File: src/mem_defs.svh
`ifndef MEM_DEFS_SVH
`define MEM_DEFS_SVH

// data path width
`define XLEN 32
`define REG_ADDR_W 5

// data memory geometry
`define DTIM_WORDS 1024
`define DTIM_WAIT 2

`endif
File: src/mem_pkg.sv
`include "mem_defs.svh"

package mem_pkg;

  typedef logic [`XLEN-1:0] word_t;
  typedef logic [`XLEN-1:0] addr_t;
  typedef logic [`REG_ADDR_W-1:0] reg_addr_t;
  typedef logic [`XLEN/8-1:0] strobe_t;

  typedef enum logic [1:0] {op_none, op_alu, op_load, op_store} mem_op_t;
  typedef enum logic [1:0] {size_byte, size_half, size_word} mem_size_t;

endpackage


// retire strobe into the register file
interface wb_if import mem_pkg::*; ();
  logic valid;
  logic wren;
  reg_addr_t waddr;
  word_t wdata;

  modport source (output valid, wren, waddr, wdata);
  modport sink (input valid, wren, waddr, wdata);
endinterface

File: src/writeback_stage.sv
module writeback_stage import mem_pkg::*; (
  input logic clock,
  input logic reset,
  wb_if.sink wb,
  input reg_addr_t rs_addr,
  output word_t rs_data,
  output word_t instret
);

  localparam int num_regs = 2 ** $bits(reg_addr_t);

  word_t regs [num_regs];

  always_ff @(posedge clock) begin
    if (!reset) begin
      for (int i = 0; i < num_regs; i++) begin
        regs[i] <= '0;
      end
    end else if (wb.valid && wb.wren && wb.waddr != '0) begin  // x0 stays zero
      regs[wb.waddr] <= wb.wdata;
    end
  end

  assign rs_data = regs[rs_addr];

  // one count per retired op, writing or not
  always_ff @(posedge clock) begin
    if (!reset) begin
      instret <= '0;
    end else if (wb.valid) begin
      instret <= instret + 1'b1;
    end
  end

endmodule

File: src/flat_wrapper.sv
// flat-port wrapper written by rule: the top's interface ports become plain ports
module writeback_stage_flat import mem_pkg::*;
  (clock, reset, rs_addr, rs_data, instret, wb_valid, wb_wren, wb_waddr, wb_wdata);
  wb_if wb_i ();
  input logic clock;
  input logic reset;
  input reg_addr_t rs_addr;
  output word_t rs_data;
  output word_t instret;
  input wire logic [$bits(wb_i.valid)-1:0] wb_valid;
  input wire logic [$bits(wb_i.wren)-1:0] wb_wren;
  input wire logic [$bits(wb_i.waddr)-1:0] wb_waddr;
  input wire logic [$bits(wb_i.wdata)-1:0] wb_wdata;
  assign wb_i.valid = wb_valid;
  assign wb_i.wren = wb_wren;
  assign wb_i.waddr = wb_waddr;
  assign wb_i.wdata = wb_wdata;
  writeback_stage u_core (.clock(clock), .reset(reset), .wb(wb_i), .rs_addr(rs_addr), .rs_data(rs_data), .instret(instret));
endmodule
File: config.mk
export PLATFORM = sky130hd
export DESIGN_NAME = writeback_stage_flat
export DESIGN_NICKNAME = d
export VERILOG_FILES = /design/src/mem_pkg.sv /design/src/writeback_stage.sv /design/src/flat_wrapper.sv
export VERILOG_INCLUDE_DIRS = /design/src /design/src/src
export SDC_FILE = /design/constraint.sdc
export NUM_CORES = 1
export LEC_CHECK = 0
export BUFFER_PORTS_ARGS = -buffer_cell sky130_fd_sc_hd__buf_2
export CORE_MARGIN = 2
export CORE_UTILIZATION = 45
export DETAILED_ROUTE_END_ITERATION = 10
export SLEW_MARGIN = 0
export SYNTH_ARGS = -nofsm -noshare
export SYNTH_HDL_FRONTEND = slang
export SYNTH_SLANG_ARGS = --single-unit
File: constraint.sdc
create_clock -name clock -period 13.7 [get_ports clock]
set_input_delay 2.74 -clock clock [delete_from_list [all_inputs] [get_ports clock]]
set_output_delay 2.74 -clock clock [all_outputs]
set_load 0.02 [all_outputs]
==> impl_metrics.env <==
export IMPL_firstDrtPassIters=5
export IMPL_layout_drive_gt1_share_pct=10.6
export IMPL_io_buffers=109
export IMPL_grt_max_degree=142
export IMPL_power_mw=7.15
export IMPL_critPathKind="in2out"
export IMPL_cts_tree="yes"
export IMPL_min_from="u_core.instret[7]"
export IMPL_postLayoutSetupSlackWorst_ns=5.13
export IMPL_hp_class="reg2reg"
export IMPL_syn2layout_area_growth_pct=10.9
export IMPL_synth_top_area_share_pct=63.3
export IMPL_yosys_top_cells_area="edfxtp_1, and2_1, mux2i_1, a22oi_1, clkbuf_1"
export IMPL_fin_cells=5101
export IMPL_endpoint_kind="primary output"
export IMPL_crit_start="rs_addr[1]"
export IMPL_ant_nets=0
export IMPL_die_x_um=333
export IMPL_fin_crit_ns=8.57
export IMPL_wire_per_inst_um=25.9
export IMPL_vias_per_cell=5.56
export IMPL_slew_headroom_pct=22.4
export IMPL_rr_startpoint="u_core.instret[2]"
export IMPL_ys_flop_type="edfxtp_1"
export IMPL_report_final_slew_viol_count=0
export IMPL_critPathMaxFanout=132
export IMPL_syn_area_per_cell_um2=13.4
export IMPL_hold_violations=0
export IMPL_clk_path_buf_depth=3
export IMPL_fin_worst_skew_ns=0.0151
export IMPL_power_density_nw_per_um2=133
export IMPL_grt_setup_unrepaired="no"
export IMPL_gp_congestion=0.768
export IMPL_die_y_um=333
export IMPL_place_inst=4889
export IMPL_clk_pin_slew_worst_paths_ns=0.06
export IMPL_core_um2=107000
export IMPL_cts_buffers=113
export IMPL_ys_seq_elements=1056
export IMPL_clock_latency_ns=0.70
export IMPL_final_nets=3648
export IMPL_ctsHoldBuffers=0
export IMPL_worstPathArrival_ns=5.83
export IMPL_netlist_instances=3612
export IMPL_antenna_found_initial=13
export IMPL_cts_setup_buffers=0
export IMPL_yosys_cell_count_top_type="edfxtp_1"
export IMPL_max_vdd_ir_drop_v=0.0000916
export IMPL_status="finished clean"
export IMPL_wl_um=132000
export IMPL_cp_required_ns=10.96
export IMPL_io_pins=110
export IMPL_fillers=9053
export IMPL_vias=28384
export IMPL_clock_sinks=1056
export IMPL_fin_crit_sh_pct=62.5
export IMPL_start_kind="input port"
export IMPL_cts_htree_levels=3
export IMPL_die_area_um2=111000
export IMPL_cts_resized=0
export IMPL_yosys_area_top_type="edfxtp_1"
export IMPL_max_cap_violations=0
export IMPL_yosysWarnings=0
export IMPL_synthTopCellsByCount="edfxtp_1, and2_1, mux2i_1"
export IMPL_seq_area_frac_synth_pct=64.6
export IMPL_root_buffer="clkbuf_16"
export IMPL_timing_hold_ws_ns=0.504
export IMPL_grt_usage_pct=23.8
export IMPL_tightest_slew_ns=1.16
export IMPL_synth_edf_count=1024
export IMPL_dp_hpwl_um=68500
export IMPL_p_leak_nw=20.1
export IMPL_initial_core_util_pct=45.4
export IMPL_ys_async_sr_fraction_pct=0
export IMPL_drt_iter0_markers=2996
export IMPL_setup_tns_final_ns=0
export IMPL_synthesis_area_um2=48600
export IMPL_rows=120
export IMPL_fmax_mhz=117
export IMPL_place_ws_ns=5.03
export IMPL_grt_pass1_vias=28183
export IMPL_grt_pass1_wl_um=193000
export IMPL_grt_ovfl_total=0
export IMPL_ys_types=44
export IMPL_remaining_drc_errors=0
export IMPL_setup_viol=0
-- cell usage in the layout (no fill, tap or decap), types with 14 or more instances in the layout --
cell	count
and2_1	993
a22oi_1	96
clkinv_1	34
mux2i_1	513
clkbuf_1	27
a22o_1	64
edfxtp_1	1024
nand3_1	110
nor3_1	35
buf_2	108
a21oi_1	98
nor2_4	14
nor2_1	32
dfxtp_1	32
conb_1	32
buf_4	56
a31oi_1	32
clkbuf_16	118
o21ai_4	21
xor2_1	23
nand2_1	113
clkinv_2	14
-- critical path, stage by stage --
cell	delay (ns)
buf_8	0.69
buf_12	0.69
mux2i_1	0.30
a22o_1	0.18
nor3_1	0.06
a31oi_1	0.38
nand3_1	0.23
buf_2	0.22
-- routing by layer --
metal  global-route usage (%)  share of wire [%]  vias to the layer above
li1                         -                  -                    12907
met1                     33.6                 44                    14324
met2                     37.3                 46                      945
met3                     4.44                7.3                      206
met4                     7.41                2.9                        2
met5                        0             0.0053                        -
-- through the flow --
stage | utilization (%) | cell area, um2
after CTS | 50.3 | 53900
after detailed placement | 47.1 | 50400
after global routing | 50.3 | 53900
final | 50.3 | 53900
after floorplan | - | 48700
after global placement | 47.1 | 50400
-- kinds of logic (layout without fill, tap and decap cells) --
logic type,Yosys count,after routing,synth area share (%)
DFF,1056,1056,64.6
muxes,513,513,10.6
xor gates and xnor gates,29,29,0.523
AOI/OAI and AO/OA,313,313,4.30
and+or+nand+nor,1368,1368,16.8
adders and majority gates,1,1,0.0258
buffers and inverters,331,378,3.16
other,1,40,0.00772
-- final timing paths --
path / end / slack, ns / cells after the start
worst min register to register: u_core.instret[7] / 0.50 / 2
worst max-delay path: rs_data[12] / 5.13 / 8
worst min-delay path: u_core.instret[7] / 0.50 / 2
worst max register to register: u_core.instret[31] / 11.85 / 5
-- report_power, final --
group | internal [mW] | total, mW | switching (mW)
logic | 0.154 | 0.533 | 0.379
clock network | 1.64 | 2.88 | 1.24
registers | 3.70 | 3.74 | 0.0427
total | 5.49 | 7.15 | 1.66
-- area by class of cell --
cell class | count | area (um2) | share of cell area, %
Tap cell | 1403 | 1760 | 3.26
Antenna cell | 8 | 20.0 | 0.0372
Clock inverter | 58 | 373 | 0.692
Multi-Input combinational cell | 2256 | 16200 | 30.0
Timing Repair Buffer | 171 | 1100 | 2.03
Inverter | 3 | 11.3 | 0.0209
Clock buffer | 146 | 3070 | 5.70
Sequential cell | 1056 | 31400 | 58.3
-- sequential cells by signal, indices dropped and copies added (netlist names) --
signal and count:
u_core.regs 1024, u_core.instret 32
Note: power is estimated with default switching activity, not from simulation.
