--- config.mk ---
export PLATFORM = sky130hd
export DESIGN_NAME = memory_stage_flat
export DESIGN_NICKNAME = d
export VERILOG_FILES = /design/src/mem_pkg.sv /design/src/memory_stage.sv /design/src/lsu_align.sv /design/src/flat_wrapper.sv
export VERILOG_INCLUDE_DIRS = /design/src /design/src/src
export SDC_FILE = /design/constraint.sdc
export NUM_CORES = 1
export LEC_CHECK = 0
export BUFFER_PORTS_ARGS = -buffer_cell sky130_fd_sc_hd__buf_2
export CAP_MARGIN = 10
export CORE_MARGIN = 4
export CORE_UTILIZATION = 23
export DETAILED_ROUTE_END_ITERATION = 7
export GPL_TIMING_DRIVEN = 1
export MAX_ROUTING_LAYER = met4
export PLACE_DENSITY = 0.55
export SYNTH_ARGS = -nofsm -noshare
export SYNTH_HDL_FRONTEND = slang
export SYNTH_HIERARCHICAL = 1
export SYNTH_SLANG_ARGS = --single-unit
--- constraint.sdc ---
create_clock -name clock -period 10.7 [get_ports clock]
set_input_delay 1.605 -clock clock [delete_from_list [all_inputs] [get_ports clock]]
set_output_delay 1.605 -clock clock [all_outputs]
set_load 0.01 [all_outputs]
--- src/mem_defs.svh ---
`ifndef MEM_DEFS_SVH
`define MEM_DEFS_SVH

// data path width
`define XLEN 32
`define REG_ADDR_W 5

// data memory geometry
`define DTIM_WORDS 1024
`define DTIM_WAIT 2

`endif
--- src/mem_pkg.sv ---
`include "mem_defs.svh"

package mem_pkg;

  typedef logic [`XLEN-1:0] word_t;
  typedef logic [`XLEN-1:0] addr_t;
  typedef logic [`REG_ADDR_W-1:0] reg_addr_t;
  typedef logic [`XLEN/8-1:0] strobe_t;

  typedef enum logic [1:0] {op_none, op_alu, op_load, op_store} mem_op_t;
  typedef enum logic [1:0] {size_byte, size_half, size_word} mem_size_t;

endpackage

// stage to data memory, zero wstrb is a read
interface dtim_if import mem_pkg::*; ();
  logic valid;
  addr_t addr;
  word_t wdata;
  strobe_t wstrb;
  logic ready;    // one cycle pulse
  word_t rdata;   // only meaningful with ready

  modport requester (output valid, addr, wdata, wstrb, input ready, rdata);
  modport memory (input valid, addr, wdata, wstrb, output ready, rdata);
endinterface

// retire strobe into the register file
interface wb_if import mem_pkg::*; ();
  logic valid;
  logic wren;
  reg_addr_t waddr;
  word_t wdata;

  modport source (output valid, wren, waddr, wdata);
  modport sink (input valid, wren, waddr, wdata);
endinterface

--- src/memory_stage.sv ---
module memory_stage import mem_pkg::*; (
  input logic clock,
  input logic reset,
  input logic ex_valid,
  input mem_op_t ex_op,
  input mem_size_t ex_size,
  input logic ex_unsigned,
  input addr_t ex_addr,
  input word_t ex_sdata,
  input word_t ex_wdata,
  input reg_addr_t ex_waddr,
  input logic flush,
  dtim_if.requester mem,
  wb_if.source wb,
  output logic stall,
  output logic fwd_wren,
  output reg_addr_t fwd_waddr,
  output word_t fwd_wdata
);

  // stage register
  logic r_valid;
  mem_op_t r_op;
  mem_size_t r_size;
  logic r_unsigned;
  addr_t r_addr;
  word_t r_sdata;
  word_t r_wdata;
  reg_addr_t r_waddr;

  logic is_mem;
  logic done;
  logic wren;
  mem_size_t lsu_size;
  word_t st_wdata;
  strobe_t st_wstrb;
  word_t ld_data;
  word_t result;

  assign is_mem = r_valid && (r_op == op_load || r_op == op_store);
  assign lsu_size = is_mem ? r_size : size_byte;  // alu ops carry no real address

  lsu_align u_lsu_align (
    .addr(r_addr),
    .size(lsu_size),
    .is_unsigned(r_unsigned),
    .sdata(r_sdata),
    .rdata(mem.rdata),
    .wdata(st_wdata),
    .wstrb(st_wstrb),
    .ldata(ld_data)
  );

  assign mem.valid = is_mem && !flush;  // flush withdraws a pending request
  assign mem.addr = r_addr;
  assign mem.wdata = st_wdata;
  assign mem.wstrb = (r_op == op_store) ? st_wstrb : '0;

  assign stall = mem.valid && !mem.ready;
  assign done = r_valid && !flush && !stall;
  assign wren = (r_op == op_alu) || (r_op == op_load);
  assign result = (r_op == op_load) ? ld_data : r_wdata;

  assign fwd_wren = done && wren;
  assign fwd_waddr = r_waddr;
  assign fwd_wdata = result;

  always_ff @(posedge clock) begin
    if (!reset) begin
      r_valid <= 1'b0;
    end else if (flush) begin
      r_valid <= 1'b0;
    end else if (!stall) begin
      r_valid <= ex_valid;
    end
  end

  always_ff @(posedge clock) begin
    if (!stall) begin
      r_op <= ex_op;
      r_size <= ex_size;
      r_unsigned <= ex_unsigned;
      r_addr <= ex_addr;
      r_sdata <= ex_sdata;
      r_wdata <= ex_wdata;
      r_waddr <= ex_waddr;
    end
  end

  always_ff @(posedge clock) begin
    if (!reset) begin
      wb.valid <= 1'b0;
      wb.wren <= 1'b0;
    end else begin
      wb.valid <= done;
      wb.wren <= done && wren;
    end
  end

  always_ff @(posedge clock) begin
    if (done) begin
      wb.waddr <= r_waddr;
      wb.wdata <= result;
    end
  end

  a_no_issue_in_stall: assert property (
    @(posedge clock) disable iff (!reset)
    stall |-> !ex_valid
  ) else $error("op issued while stage stalled");

endmodule

--- src/lsu_align.sv ---
module lsu_align import mem_pkg::*; (
  input addr_t addr,
  input mem_size_t size,
  input logic is_unsigned,
  input word_t sdata,
  input word_t rdata,
  output word_t wdata,
  output strobe_t wstrb,
  output word_t ldata
);

  word_t shifted;

  // store side, data goes out on every lane and the strobe picks the lanes
  always_comb begin
    case (size)
      size_byte: begin
        wdata = {4{sdata[7:0]}};
        wstrb = strobe_t'(4'b0001) << addr[1:0];
      end
      size_half: begin
        wdata = {2{sdata[15:0]}};
        wstrb = strobe_t'(4'b0011) << {addr[1], 1'b0};
      end
      default: begin
        wdata = sdata;
        wstrb = 4'b1111;
      end
    endcase
  end

  // load side
  always_comb begin
    shifted = rdata >> {addr[1:0], 3'b000};  // addressed byte to lane 0
    case (size)
      size_byte: begin
        if (is_unsigned) ldata = word_t'(shifted[7:0]);
        else ldata = word_t'(signed'(shifted[7:0]));
      end
      size_half: begin
        if (is_unsigned) ldata = word_t'(shifted[15:0]);
        else ldata = word_t'(signed'(shifted[15:0]));
      end
      default: ldata = rdata;
    endcase
  end

  // no misaligned access support, the core must never issue one
  always_comb begin
    if (size == size_half) begin
      assert final (addr[0] == 1'b0)
        else $error("misaligned half access at %h", addr);
    end else if (size == size_word) begin
      assert final (addr[1:0] == 2'b00)
        else $error("misaligned word access at %h", addr);
    end
  end

endmodule

--- src/flat_wrapper.sv ---
// flat-port wrapper written by rule: the top's interface ports become plain ports
module memory_stage_flat import mem_pkg::*;
  (clock, reset, ex_valid, ex_op, ex_size, ex_unsigned, ex_addr, ex_sdata, ex_wdata, ex_waddr, flush, stall, fwd_wren, fwd_waddr, fwd_wdata, mem_valid, mem_addr, mem_wdata, mem_wstrb, mem_ready, mem_rdata, wb_valid, wb_wren, wb_waddr, wb_wdata);
  dtim_if mem_i ();
  wb_if wb_i ();
  input logic clock;
  input logic reset;
  input logic ex_valid;
  input mem_op_t ex_op;
  input mem_size_t ex_size;
  input logic ex_unsigned;
  input addr_t ex_addr;
  input word_t ex_sdata;
  input word_t ex_wdata;
  input reg_addr_t ex_waddr;
  input logic flush;
  output logic stall;
  output logic fwd_wren;
  output reg_addr_t fwd_waddr;
  output word_t fwd_wdata;
  output wire logic [$bits(mem_i.valid)-1:0] mem_valid;
  output wire logic [$bits(mem_i.addr)-1:0] mem_addr;
  output wire logic [$bits(mem_i.wdata)-1:0] mem_wdata;
  output wire logic [$bits(mem_i.wstrb)-1:0] mem_wstrb;
  input wire logic [$bits(mem_i.ready)-1:0] mem_ready;
  input wire logic [$bits(mem_i.rdata)-1:0] mem_rdata;
  output wire logic [$bits(wb_i.valid)-1:0] wb_valid;
  output wire logic [$bits(wb_i.wren)-1:0] wb_wren;
  output wire logic [$bits(wb_i.waddr)-1:0] wb_waddr;
  output wire logic [$bits(wb_i.wdata)-1:0] wb_wdata;
  assign mem_valid = mem_i.valid;
  assign mem_addr = mem_i.addr;
  assign mem_wdata = mem_i.wdata;
  assign mem_wstrb = mem_i.wstrb;
  assign mem_i.ready = mem_ready;
  assign mem_i.rdata = mem_rdata;
  assign wb_valid = wb_i.valid;
  assign wb_wren = wb_i.wren;
  assign wb_waddr = wb_i.waddr;
  assign wb_wdata = wb_i.wdata;
  memory_stage u_core (.clock(clock), .reset(reset), .ex_valid(ex_valid), .ex_op(ex_op), .ex_size(ex_size), .ex_unsigned(ex_unsigned), .ex_addr(ex_addr), .ex_sdata(ex_sdata), .ex_wdata(ex_wdata), .ex_waddr(ex_waddr), .flush(flush), .mem(mem_i), .wb(wb_i), .stall(stall), .fwd_wren(fwd_wren), .fwd_waddr(fwd_waddr), .fwd_wdata(fwd_wdata));
endmodule
==> parameters.txt, run 1 <==
Parameter                              Value

Run status
  Outcome    completed

Worst setup path
  CP Max Fanout    34
  Critical path start-end classification    register to primary output
  Origin of the critical flop-to-flop path    u_core/r_op[0]
  Critical path required time    slightly above 9 ns
  Cells on worst reg2reg path    10
  Critical path capture point type    primary output
  Startpoint type of the worst setup path    register
  FF-to-FF setup slack    7.29 ns
  Reg-to-reg critical path endpoint    u_core/wb.wdata[12]
  Arrival time worst endpoint    between 3 and 4 ns

Floorplanning
  Die boundary width    173.9 um
  Die Y-Extent    173.9 um
  Total core area    27,030 um2
  Starting density of the core    a little under a quarter
  Die Outline Area    30,250 um2
  Total number of placement rows    60
  Io pins    290

Pwr
  Share of total power in sequential cells    a little under half
  Internal power of the cells    between 1000 and 1500 uW
  Net load switching power    352.6 uW
  Total Power    between 1000 and 1500 uW
  Power density over the cells    165.9 nW/um2
  Portion of total power attributed to the clock network    42.6%
  IR Drop Worst-Case VDD    0.08301 mV
  Comb pwr share    11.0%
  Leakage power total    0.003693 uW
  Switching share of power    around a quarter

Global route
  Number of global-route vias before repair    4,631
  Remaining global-route overflow    0
  GRT Overall Usage    12.70%
  Antenna violations before repair    4
  Largest net degree at the start of global routing    66
  Global-route wire length before repair    28,130 um

Timing
  Setup TNS    0 ns
  Unrepaired setup endpoints after global routing    false
  Highest attainable clock frequency    188.1 MHz
  Post-Route Skew    0.009815 ns
  Final setup margin    between 5 and 6 ns
  Worst-case headroom to the max-slew limit    40.02%
  Slew at the pin with the worst max-slew slack    0.8949 ns
  Number of setup violations in the final report    0
  Fin crit share    49.70%
  Hold violation total from the final report    0
  Minimum period implied by the final worst setup slack    5.318 ns
  Final max-slew violation count    0

Place
  Count of input and output buffers    roughly 290
  Last weighted congestion value of the routability-driven placer    roughly 0.75
  Place WS    5.660 ns
  Cell Count Post-Placement    ~1,000
  Detailed placer's ending HPWL    approximately 14,000 um

Route
  Detailed-route vias per instance    slightly above 4
  Avg WL per Cell    around 18 um
  Via count    4,351
  DRT iter0 DRCs    202
  Total routed wirelength    19,220 um
  Remaining design rule violation count    0
  Antenna viol nets, final    0
  Drt pass-1 iters    4

Clock tree
  Root Buffer Master    clkbuf_16
  Number of clock sinks    146
  CTS clock-pin slew for the worst setup and hold paths    about 0.07 ns
  CTS H-tree depth    4
  Post-CTS Resized    0
  Setup repair bufs after CTS    0
  Hold-fix buffers, CTS    0
  TritonCTS clock tree    yes
  Worst-skew pair later-pin latency    0.42 ns
  Num CTS Buffers    17
  Buffer levels on the longest clock path    2

Yosys
  XOR/XNOR share of the synthesized area    0%
  Number of enable-type register cells in the synthesized netlist    143
  Share of synthesized registers carrying an async set or reset    0%
  Synthesized Nets    550
  Yosys reg bits    146
  Share of synthesized cell area in and, or, nand and nor gates    7.449%
  Average instance area after synthesis    between 15 and 20 um2
  Mux contribution to synthesized area    between 10 and 15%
  Most used flip-flop cell after synthesis    edfxtp_1
  Yosys warning count    6
  Complex-gate fraction of the synthesized area    ~5.1%
  Netlist cell types    39
  Post-synthesis adder-cell area fraction    0.3952%
  Main combinational cell family by area after synthesis    multiplexers
  Cell count after synthesis    405
  Cell area after synthesis    between 6000 and 7000 um2
  Share of the yosys chip area belonging to registers    68.76%

Layout
  Fill cell count    between 2,000 and 3,000
  Signed area change from the synthesized netlist to the final layout    36.59%
  Share of layout cells above drive strength 1    between 50% and 60%
  Number of nets in the layout    835
  Number of standard cells in the layout, taps in and fillers out    1,047

Min path
  Count of cells along the worst hold path    0
  Hold path startpoint    u_core/fwd_waddr[3]
  Hold Crit Class    register to register
  Hold-critical path endpoint    u_core/wb.waddr[3]

Job
  Max Cap Viol    0
==> Yosys cell counts, types with 4 or more instances <==
master,count,area (um2)
a21oi_1,15,75.07
buf_2,7,35.03
nand2_1,55,206.5
mux2_2,19,214.0
o21bai_1,4,30.03
mux2i_1,24,240.2
buf_4,9,67.56
edfxtp_1,143,4294
clkbuf_1,7,26.28
nor2b_1,11,68.82
and2_1,4,25.02
o21ai_0,15,75.07
buf_6,4,45.04
nor2_1,13,48.80
inv_1,4,15.01
o2bb2ai_1,7,61.31
mux2_4,30,450.4
==> cell usage in the layout (no fill, tap or decap), types with 4 or more instances in the layout <==
master     count
edfxtp_1     143
and2_1         4
o21bai_1       4
diode_2        4
nor2_1        10
o2bb2ai_1      7
clkbuf_16     17
inv_6          5
mux2_4        30
inv_1          4
buf_2        289
nor2b_1       11
o21ai_0       15
nand2_1       55
a21oi_1       15
buf_4          7
mux2i_1       24
mux2_2        19
==> power groups by stage <==
stage / Clock [uW] / Combinational (uW) / Sequential (uW)
2_1_floorplan: 0 / 81.1 / 683
3_3_place_gp: 0 / 161 / 677
3_5_place_dp: 0 / 162 / 678
4_1_cts: 638 / 162 / 666
5_1_grt: 665 / 173 / 668
6_report: 611 / 158 / 665
==> stage by stage <==
| stage | hold WS (ns) | area, um2 | utilization [%] |
|---|---|---|---|
| global route | 0.4683 | 8650 | 32.00 |
| finish | 0.4445 | 8650 | 32.00 |
| CTS | 0.4500 | 8640 | 31.97 |
| detailed placement | 0.4334 | 8049 | 29.78 |
| floorplan | 0.4985 | 6332 | - |
| global placement | 0.4319 | 8049 | 29.78 |
==> critical path, stage by stage (launching register included) <==
cell and delay (ns):
edfxtp_1 0.40, inv_1 0.08, ha_2 0.15, buf_4 0.53, o21ai_4 0.19, nor2_2 0.11, buf_4 0.35, nor4_1 0.13
nor3_2 0.74, a21oi_1 0.17, mux2_4 0.31, buf_2 0.14
==> routing by layer <==
layer	track usage [%]	share of wire [%]	vias up
li1	-	-	2080
met1	14.24	40	2052
met2	22.01	51	210
met3	4.458	8.2	9
met4	2.672	0.59	0
met5	-	0	-
==> registers in the layout (all words and copies together), names as in the netlist, 2 cells and up <==
| register | flops |
|---|---|
| u_core/r_sdata | 32 |
| u_core/mem.addr | 32 |
| u_core/r_op | 2 |
| u_core/r_size | 2 |
| u_core/wb.wdata | 32 |
| u_core/fwd_waddr | 5 |
| u_core/wb.waddr | 5 |
| u_core/r_wdata | 32 |
==> logic make-up after synthesis <==
logic type / after synthesis
muxes: 73
buffers and inverters: 35
adders and majority gates: 2
DFF: 146
AOI/OAI and AO/OA: 49
and+or+nand+nor: 100
==> area by class of cell <==
class	count	area, um2	area share, %
Sequential cell	146	4354	50.34
Multi-Input combinational cell	224	1750	20.24
Timing Repair Buffer	296	1499	17.33
Tap cell	341	426.7	4.933
Clock buffer	17	425.4	4.918
Clock inverter	14	165.2	1.909
Inverter	5	18.77	0.2170
Antenna cell	4	10.01	0.1157
==> worst max path at each step <==
stage,depth (start not counted),end,start
final,11,fwd_wdata[12],u_core/r_op[0]
after global routing,11,fwd_wdata[12],u_core/r_op[0]
after CTS,11,fwd_wdata[12],u_core/r_op[0]
after detailed placement,7,fwd_wdata[15],mem_rdata[31]
after global placement,7,fwd_wdata[15],mem_rdata[31]
after floorplan,1,u_core/fwd_waddr[0],mem_ready
Note: power is estimated with default switching activity, not from simulation.
==> run 2, diff against run 1 <==
==> constraint.sdc (replaced) <==
create_clock -name clock -period 5.4 [get_ports clock]
set_input_delay 0.81 -clock clock [delete_from_list [all_inputs] [get_ports clock]]
set_output_delay 0.81 -clock clock [all_outputs]
set_load 0.01 [all_outputs]
==> run 2 against run 1 <==
  * Die area did not move
  * Power rose by 97%
  * Clock skew increased by 0.0041 ns
  * Core utilization about the same
  * Routed wire length grew 0.62%
  * Flip-flop and latch count did not move
  * Critical path depth fell by 2
  * Worst setup slack lost 3.9 ns
  * Cell area hardly changed
  * Critical path type unchanged
  * Critical endpoint is now fwd_wdata[8]
==> parameters.txt, run 2 (synthesis gave the netlist of run 1 again) <==
Parameter                              Value

Clock tree
  TritonCTS clock tree    yes
  CTS H-tree depth    4 (unchanged)
  Num CTS Buffers    17 (unchanged)
  Worst-skew pair later-pin latency    0.42 ns (about the same)
  Root Buffer Master    clkbuf_16
  CTS clock-pin slew for the worst setup and hold paths    0.06 ns (about the same)
  Post-CTS Resized    0 (unchanged)
  Buffer levels on the longest clock path    2 (unchanged)
  Hold-fix buffers, CTS    0 (unchanged)
  Setup repair bufs after CTS    0 (unchanged)
  Number of clock sinks    146 (unchanged)

Pwr
  Power density over the cells    326.5 nW/um2 (+97%)
  Internal power of the cells    2137 uW (+97%)
  Leakage power total    0.003687 uW (-0.14%)
  Total Power    2825 uW (+97%)
  Net load switching power    687.9 uW (+95%)
  Portion of total power attributed to the clock network    42.3% (-0.3 points)
  Comb pwr share    11.0% (about the same)
  IR Drop Worst-Case VDD    0.1348 mV (+62%)
  Share of total power in sequential cells    46.8% (+0.4 points)
  Switching share of power    24.35% (-0.22 points)

Worst setup path
  CP Max Fanout    14 (-59%)
  Critical path start-end classification    register to primary output
  Arrival time worst endpoint    3.15 ns (-0.56 ns)
  Critical path required time    4.59 ns (-4.51 ns)
  Critical path capture point type    primary output
  Startpoint type of the worst setup path    register

Route
  DRT iter0 DRCs    153 (-24%)
  Avg WL per Cell    18.38 um (+0.15%)
  Antenna viol nets, final    0 (unchanged)
  Total routed wirelength    19,340 um (+0.62%)
  Via count    4,335 (-0.37%)
  Drt pass-1 iters    4 (unchanged)
  Remaining design rule violation count    0 (unchanged)
  Detailed-route vias per instance    4.121 (-0.84%)

Job
  Max Cap Viol    0 (unchanged)

Layout
  Commonest cells after routing, fill and taps aside    buf_2 (289), edfxtp_1 (143), nand2_1 (55)
  Number of nets in the layout    835 (unchanged)
  Signed area change from the synthesized netlist to the final layout    36.61% (about the same)
  Number of standard cells in the layout, taps in and fillers out    1,052 (+0.48%)
  Commonest non-fill, non-tap cell in the layout    buf_2
  Share of layout cells above drive strength 1    55.19% (-0.36 points)
  Fill cell count    2,723 (+0.74%)

Timing
  Final setup margin    1.441 ns (-3.941 ns)
  Unrepaired setup endpoints after global routing    false
  Setup TNS    0 ns (unchanged)
  Highest attainable clock frequency    252.6 MHz
  Worst-case headroom to the max-slew limit    40.79% (+0.77 points)
  Final max-slew violation count    0 (unchanged)
  Fin crit share    around three quarters
  Hold violation total from the final report    0 (unchanged)
  Worst hold-check slack    0.4444 ns (-0.0001190 ns)
  Post-Route Skew    0.01390 ns (+0.004087 ns)
  Minimum period implied by the final worst setup slack    3.959 ns
  Slew at the pin with the worst max-slew slack    0.8882 ns (-0.006676 ns)
  Number of setup violations in the final report    0 (unchanged)

Floorplanning
  Io pins    290 (unchanged)
  Total core area    27,030 um2 (unchanged)
  Die Outline Area    30,250 um2 (unchanged)
  Die boundary width    173.9 um (unchanged)
  Total number of placement rows    60 (unchanged)
  Starting density of the core    23.43% (unchanged)
  Die Y-Extent    173.9 um (unchanged)

Global route
  Largest net degree at the start of global routing    65 (-1.5%)
  GRT Overall Usage    12.93% (+0.23 points)
  Remaining global-route overflow    0 (unchanged)
  Antenna violations before repair    8 (+4)
  Number of global-route vias before repair    4,728 (+2.1%)
  Global-route wire length before repair    28,480 um (+1.2%)

Min path
  Hold Crit Class    register to register

Place
  Count of input and output buffers    289 (unchanged)
  Detailed placer's ending HPWL    14,630 um (+2.5%)
  Place WS    1.849 ns (-3.811 ns)
  Cell Count Post-Placement    1,012 (unchanged)
  Last weighted congestion value of the routability-driven placer    0.7693 (+2.5%)

Run status
  Outcome    completed
[run 2: cell type report]
cell class                 instances  area (um2)  share of cell area, %
inverter                           5       18.77                 0.2170
antenna                            8       20.02                 0.2314
sequential                       146        4354                  50.33
clock buffer                      18       429.2                  4.961
timing repair buffer             296        1499                  17.33
clock inverter                    14       152.6                  1.765
multi-input combinational        224        1750                  20.23
tap                              341       426.7                  4.932
[run 2: layer usage]
metal / up-vias / GRT usage, % / share of wire (%)
met1: 2032 / 14.14 / 40
met5: - / - / 0
met4: 0 / 3.299 / 1.3
li1: 2093 / - / -
met3: 14 / 5.655 / 9.9
met2: 196 / 21.72 / 49
[run 2: final timing paths]
check,slack (ns),startpoint,cells past startpoint,endpoint
worst max-delay path,1.44,u_core/r_op[0],9,fwd_wdata[8]
worst min-delay path,0.44,u_core/fwd_waddr[3],0,u_core/wb.waddr[3]
worst max register to register,2.57,u_core/r_op[0],8,u_core/wb.wdata[8]
worst min register to register,0.44,u_core/fwd_waddr[3],0,u_core/wb.waddr[3]
[run 2: power groups by stage]
stage	sequential [uW]	clock (uW)	combinational [uW]
2_1_floorplan	1350	0	161
3_3_place_gp	1350	0	316
3_5_place_dp	1350	0	317
4_1_cts	1320	1240	318
5_1_grt	1330	1290	340
6_report	1320	1190	309
[run 2: per-stage QoR]
step,cell area (um2),utilization (%)
floorplan,6332,-
global placement,8049,29.78
detailed placement,8049,29.78
CTS,8631,31.94
global route,8651,32.01
finish,8651,32.01
[run 2: worst max-delay path: stages (launching register included)]
cell and delay [ns]:
edfxtp_1 0.39, inv_1 0.08, ha_2 0.20, o21ai_4 0.10
nor2_2 0.48, nor4_1 0.16, nor3_2 0.73, a21oi_1 0.15
mux2_4 0.30, buf_2 0.14
==> run 3, diff against run 2 <==
--- a/config.mk
+++ b/config.mk
@@ -13,7 +13,7 @@
 export DETAILED_ROUTE_END_ITERATION = 7
 export GPL_TIMING_DRIVEN = 1
 export MAX_ROUTING_LAYER = met4
-export PLACE_DENSITY = 0.55
+export PLACE_DENSITY = 0.57
 export SYNTH_ARGS = -nofsm -noshare
 export SYNTH_HDL_FRONTEND = slang
 export SYNTH_HIERARCHICAL = 1
==> constraint.sdc (replaced) <==
create_clock -name clock -period 3.51 [get_ports clock]
set_input_delay 0.5265 -clock clock [delete_from_list [all_inputs] [get_ports clock]]
set_output_delay 0.5265 -clock clock [all_outputs]
set_load 0.01 [all_outputs]
==> run 3 against run 2 <==
  * Critical path depth unchanged
  * Register-to-register slack worse by 1.5 ns
  * First-iteration DRC count up 77%
  * Via count up 1.5%
  * Non-clock buffer count up 5
  * Die area unchanged
  * Combinational power up 56%
  * Global-route usage about the same
  * Core utilization up 0.25 points
  * Clock power up 58%
  * Critical path type unchanged
  * Highest routed layer unchanged
==> parameters.txt, run 3 (synthesis gave the netlist of run 1 again) <==
Parameter                              Value

Pwr
  Power density over the cells    504.6 nW/um2 (+55%)
  Leakage power total    0.003725 uW (+1.0%)
  IR Drop Worst-Case VDD    0.2769 mV (+110%)

Layout
  Signed area change from the synthesized netlist to the final layout    37.66%
  Number of nets in the layout    840 (+0.60%)
  Commonest cells after routing, fill and taps aside    buf_2 (289), edfxtp_1 (143), nand2_1 (55)
  Commonest non-fill, non-tap cell in the layout    buf_2
  Share of layout cells above drive strength 1    55.79% (+0.60 points)
  Number of standard cells in the layout, taps in and fillers out    1,055 (+0.29%)

Worst setup path
  Critical path capture point type    primary output
  Critical path start-end classification    register to primary output
  CP Max Fanout    16 (+2)
  Arrival time worst endpoint    2.75 ns (-0.40 ns)
  Origin of the critical flop-to-flop path    u_core/r_op[0]
  Critical path required time    2.98 ns (-1.61 ns)
  Setup crit start    u_core/r_op[0]
  FF-to-FF setup slack    1.07 ns (-1.50 ns)
  Cells on worst reg2reg path    9 (+1)
  Reg-to-reg critical path endpoint    u_core/wb.wdata[21]
  Startpoint type of the worst setup path    register

Min path
  Count of cells along the worst hold path    1 (+1)
  Hold Crit Class    primary input to register
  Hold-critical path endpoint    u_core/r_sdata[7]
  Hold path startpoint    ex_sdata[7]

Timing
  Highest attainable clock frequency    305.2 MHz
  Unrepaired setup endpoints after global routing    false
  Final max-slew violation count    0 (unchanged)
  Hold violation total from the final report    0 (unchanged)
  Post-Route Skew    0.007796 ns (-0.006106 ns)
  Setup TNS    0 ns (unchanged)
  Worst-case headroom to the max-slew limit    54.57% (+14 points)
  Worst hold-check slack    0.2778 ns (-0.1666 ns)
  Number of setup violations in the final report    0 (unchanged)
  Minimum period implied by the final worst setup slack    3.277 ns
  Slew at the pin with the worst max-slew slack    0.6815 ns (-0.2067 ns)
  Fin crit share    93.36%

Route
  DRT iter0 DRCs    271 (+77%)
  Antenna viol nets, final    0 (unchanged)
  Avg WL per Cell    18.46 um (+0.44%)
  Drt pass-1 iters    4 (unchanged)
  Via count    4,400 (+1.5%)
  Detailed-route vias per instance    4.171 (+1.2%)
  Remaining design rule violation count    0 (unchanged)
  Total routed wirelength    19,480 um (+0.72%)

Clock tree
  Root Buffer Master    clkbuf_16
  CTS H-tree depth    4 (unchanged)
  Num CTS Buffers    17 (unchanged)
  Number of clock sinks    146 (unchanged)
  Hold-fix buffers, CTS    0 (unchanged)
  Buffer levels on the longest clock path    2 (unchanged)
  TritonCTS clock tree    yes
  Worst-skew pair later-pin latency    0.42 ns (about the same)
  CTS clock-pin slew for the worst setup and hold paths    0.07 ns (about the same)

Floorplanning
  Io pins    290 (unchanged)
  Starting density of the core    23.43% (unchanged)
  Die Y-Extent    173.9 um (unchanged)
  Total core area    27,030 um2 (unchanged)
  Die Outline Area    30,250 um2 (unchanged)
  Total number of placement rows    60 (unchanged)
  Die boundary width    173.9 um (unchanged)

Global route
  Antenna violations before repair    3 (-5)
  Remaining global-route overflow    0 (unchanged)
  Number of global-route vias before repair    4,714 (-0.30%)
  Largest net degree at the start of global routing    64 (-1.5%)
  GRT Overall Usage    12.96% (+0.029 points)
  Global-route wire length before repair    28,560 um (+0.29%)

Job
  Max Cap Viol    0 (unchanged)

Place
  Cell Count Post-Placement    1,015 (+0.30%)
  Detailed placer's ending HPWL    14,820 um (+1.3%)
  Last weighted congestion value of the routability-driven placer    0.7771 (+1.0%)
  Count of input and output buffers    289 (unchanged)

Run status
  Outcome    completed
-- run 3: cell count changes in the layout (fill, tap and decap cells not counted), sizes merged --
| cell | previous run | this run |
|---|---|---|
| diode | 8 | 6 |
| clkinv | 6 | 1 |
| inv | 9 | 13 |
| buf | 296 | 301 |
| clkinvlp | 2 | 3 |
-- run 3: area by class of cell --
class                      count  area (um2)
sequential                   146        4354
antenna                        6       15.01
clock inverter                14       168.9
tap                          341       426.7
multi-input combinational    224        1755
fill                        2706       18310
inverter                       5       18.77
clock buffer                  18       429.2
timing repair buffer         301        1549
-- run 3: worst max path at each step --
| stage | to | cells past startpoint |
|---|---|---|
| finish | fwd_wdata[21] | 9 |
| global route | fwd_wdata[31] | 11 |
| CTS | fwd_wdata[21] | 11 |
| detailed placement | fwd_wdata[13] | 9 |
| global placement | fwd_wdata[14] | 9 |
| floorplan | u_core/wb.waddr[0] | 4 |
-- run 3: per-layer routing --
layer  track usage (%)  up-vias  share of wire, %  wire length, um
met4             4.058        0               1.8              346
met1             14.88     2086                41             8010
li1                  -     2089                 -                -
met3             5.002       15               9.0             1744
met5                 -        -                 0                0
met2             21.05      210                48             9378
-- run 3: timing repair --
item                                    4_1_cts  5_1_grt
endpoints found under the setup margin        8       16
setup buffers                                 2        0
gates resized for setup                       0        1
pin swaps                                     1        0
-- run 3: metrics by stage --
step	total power [uW]	worst slack, ns	instance area [um2]	utilization, %
after floorplan	2329	0.5556	6334	-
after global placement	2554	0.4071	8084	29.91
after detailed placement	2561	0.3310	8084	29.91
after CTS	4480	0.003067	8697	32.18
after global routing	4613	0.003064	8710	32.23
final	4399	0.2330	8717	32.25
-- run 3: critical path, stage by stage (launching register included) --
cell and delay (ns):
edfxtp_1 0.40, ha_1 0.30, o21ai_4 0.28, nor2_4 0.12
buf_4 0.18, o211ai_1 0.22, nand3_2 0.36, nand2_1 0.17
mux2_4 0.16, buf_2 0.12
-- run 3: where the power goes --
part,internal [uW],total [uW],switching [uW],leakage [uW]
sequential,2000,2030,32.1,0.00148
clock,1080,1880,808,0.000284
combinational,233,481,248,0.00196
total,3310,4400,1090,0.00372
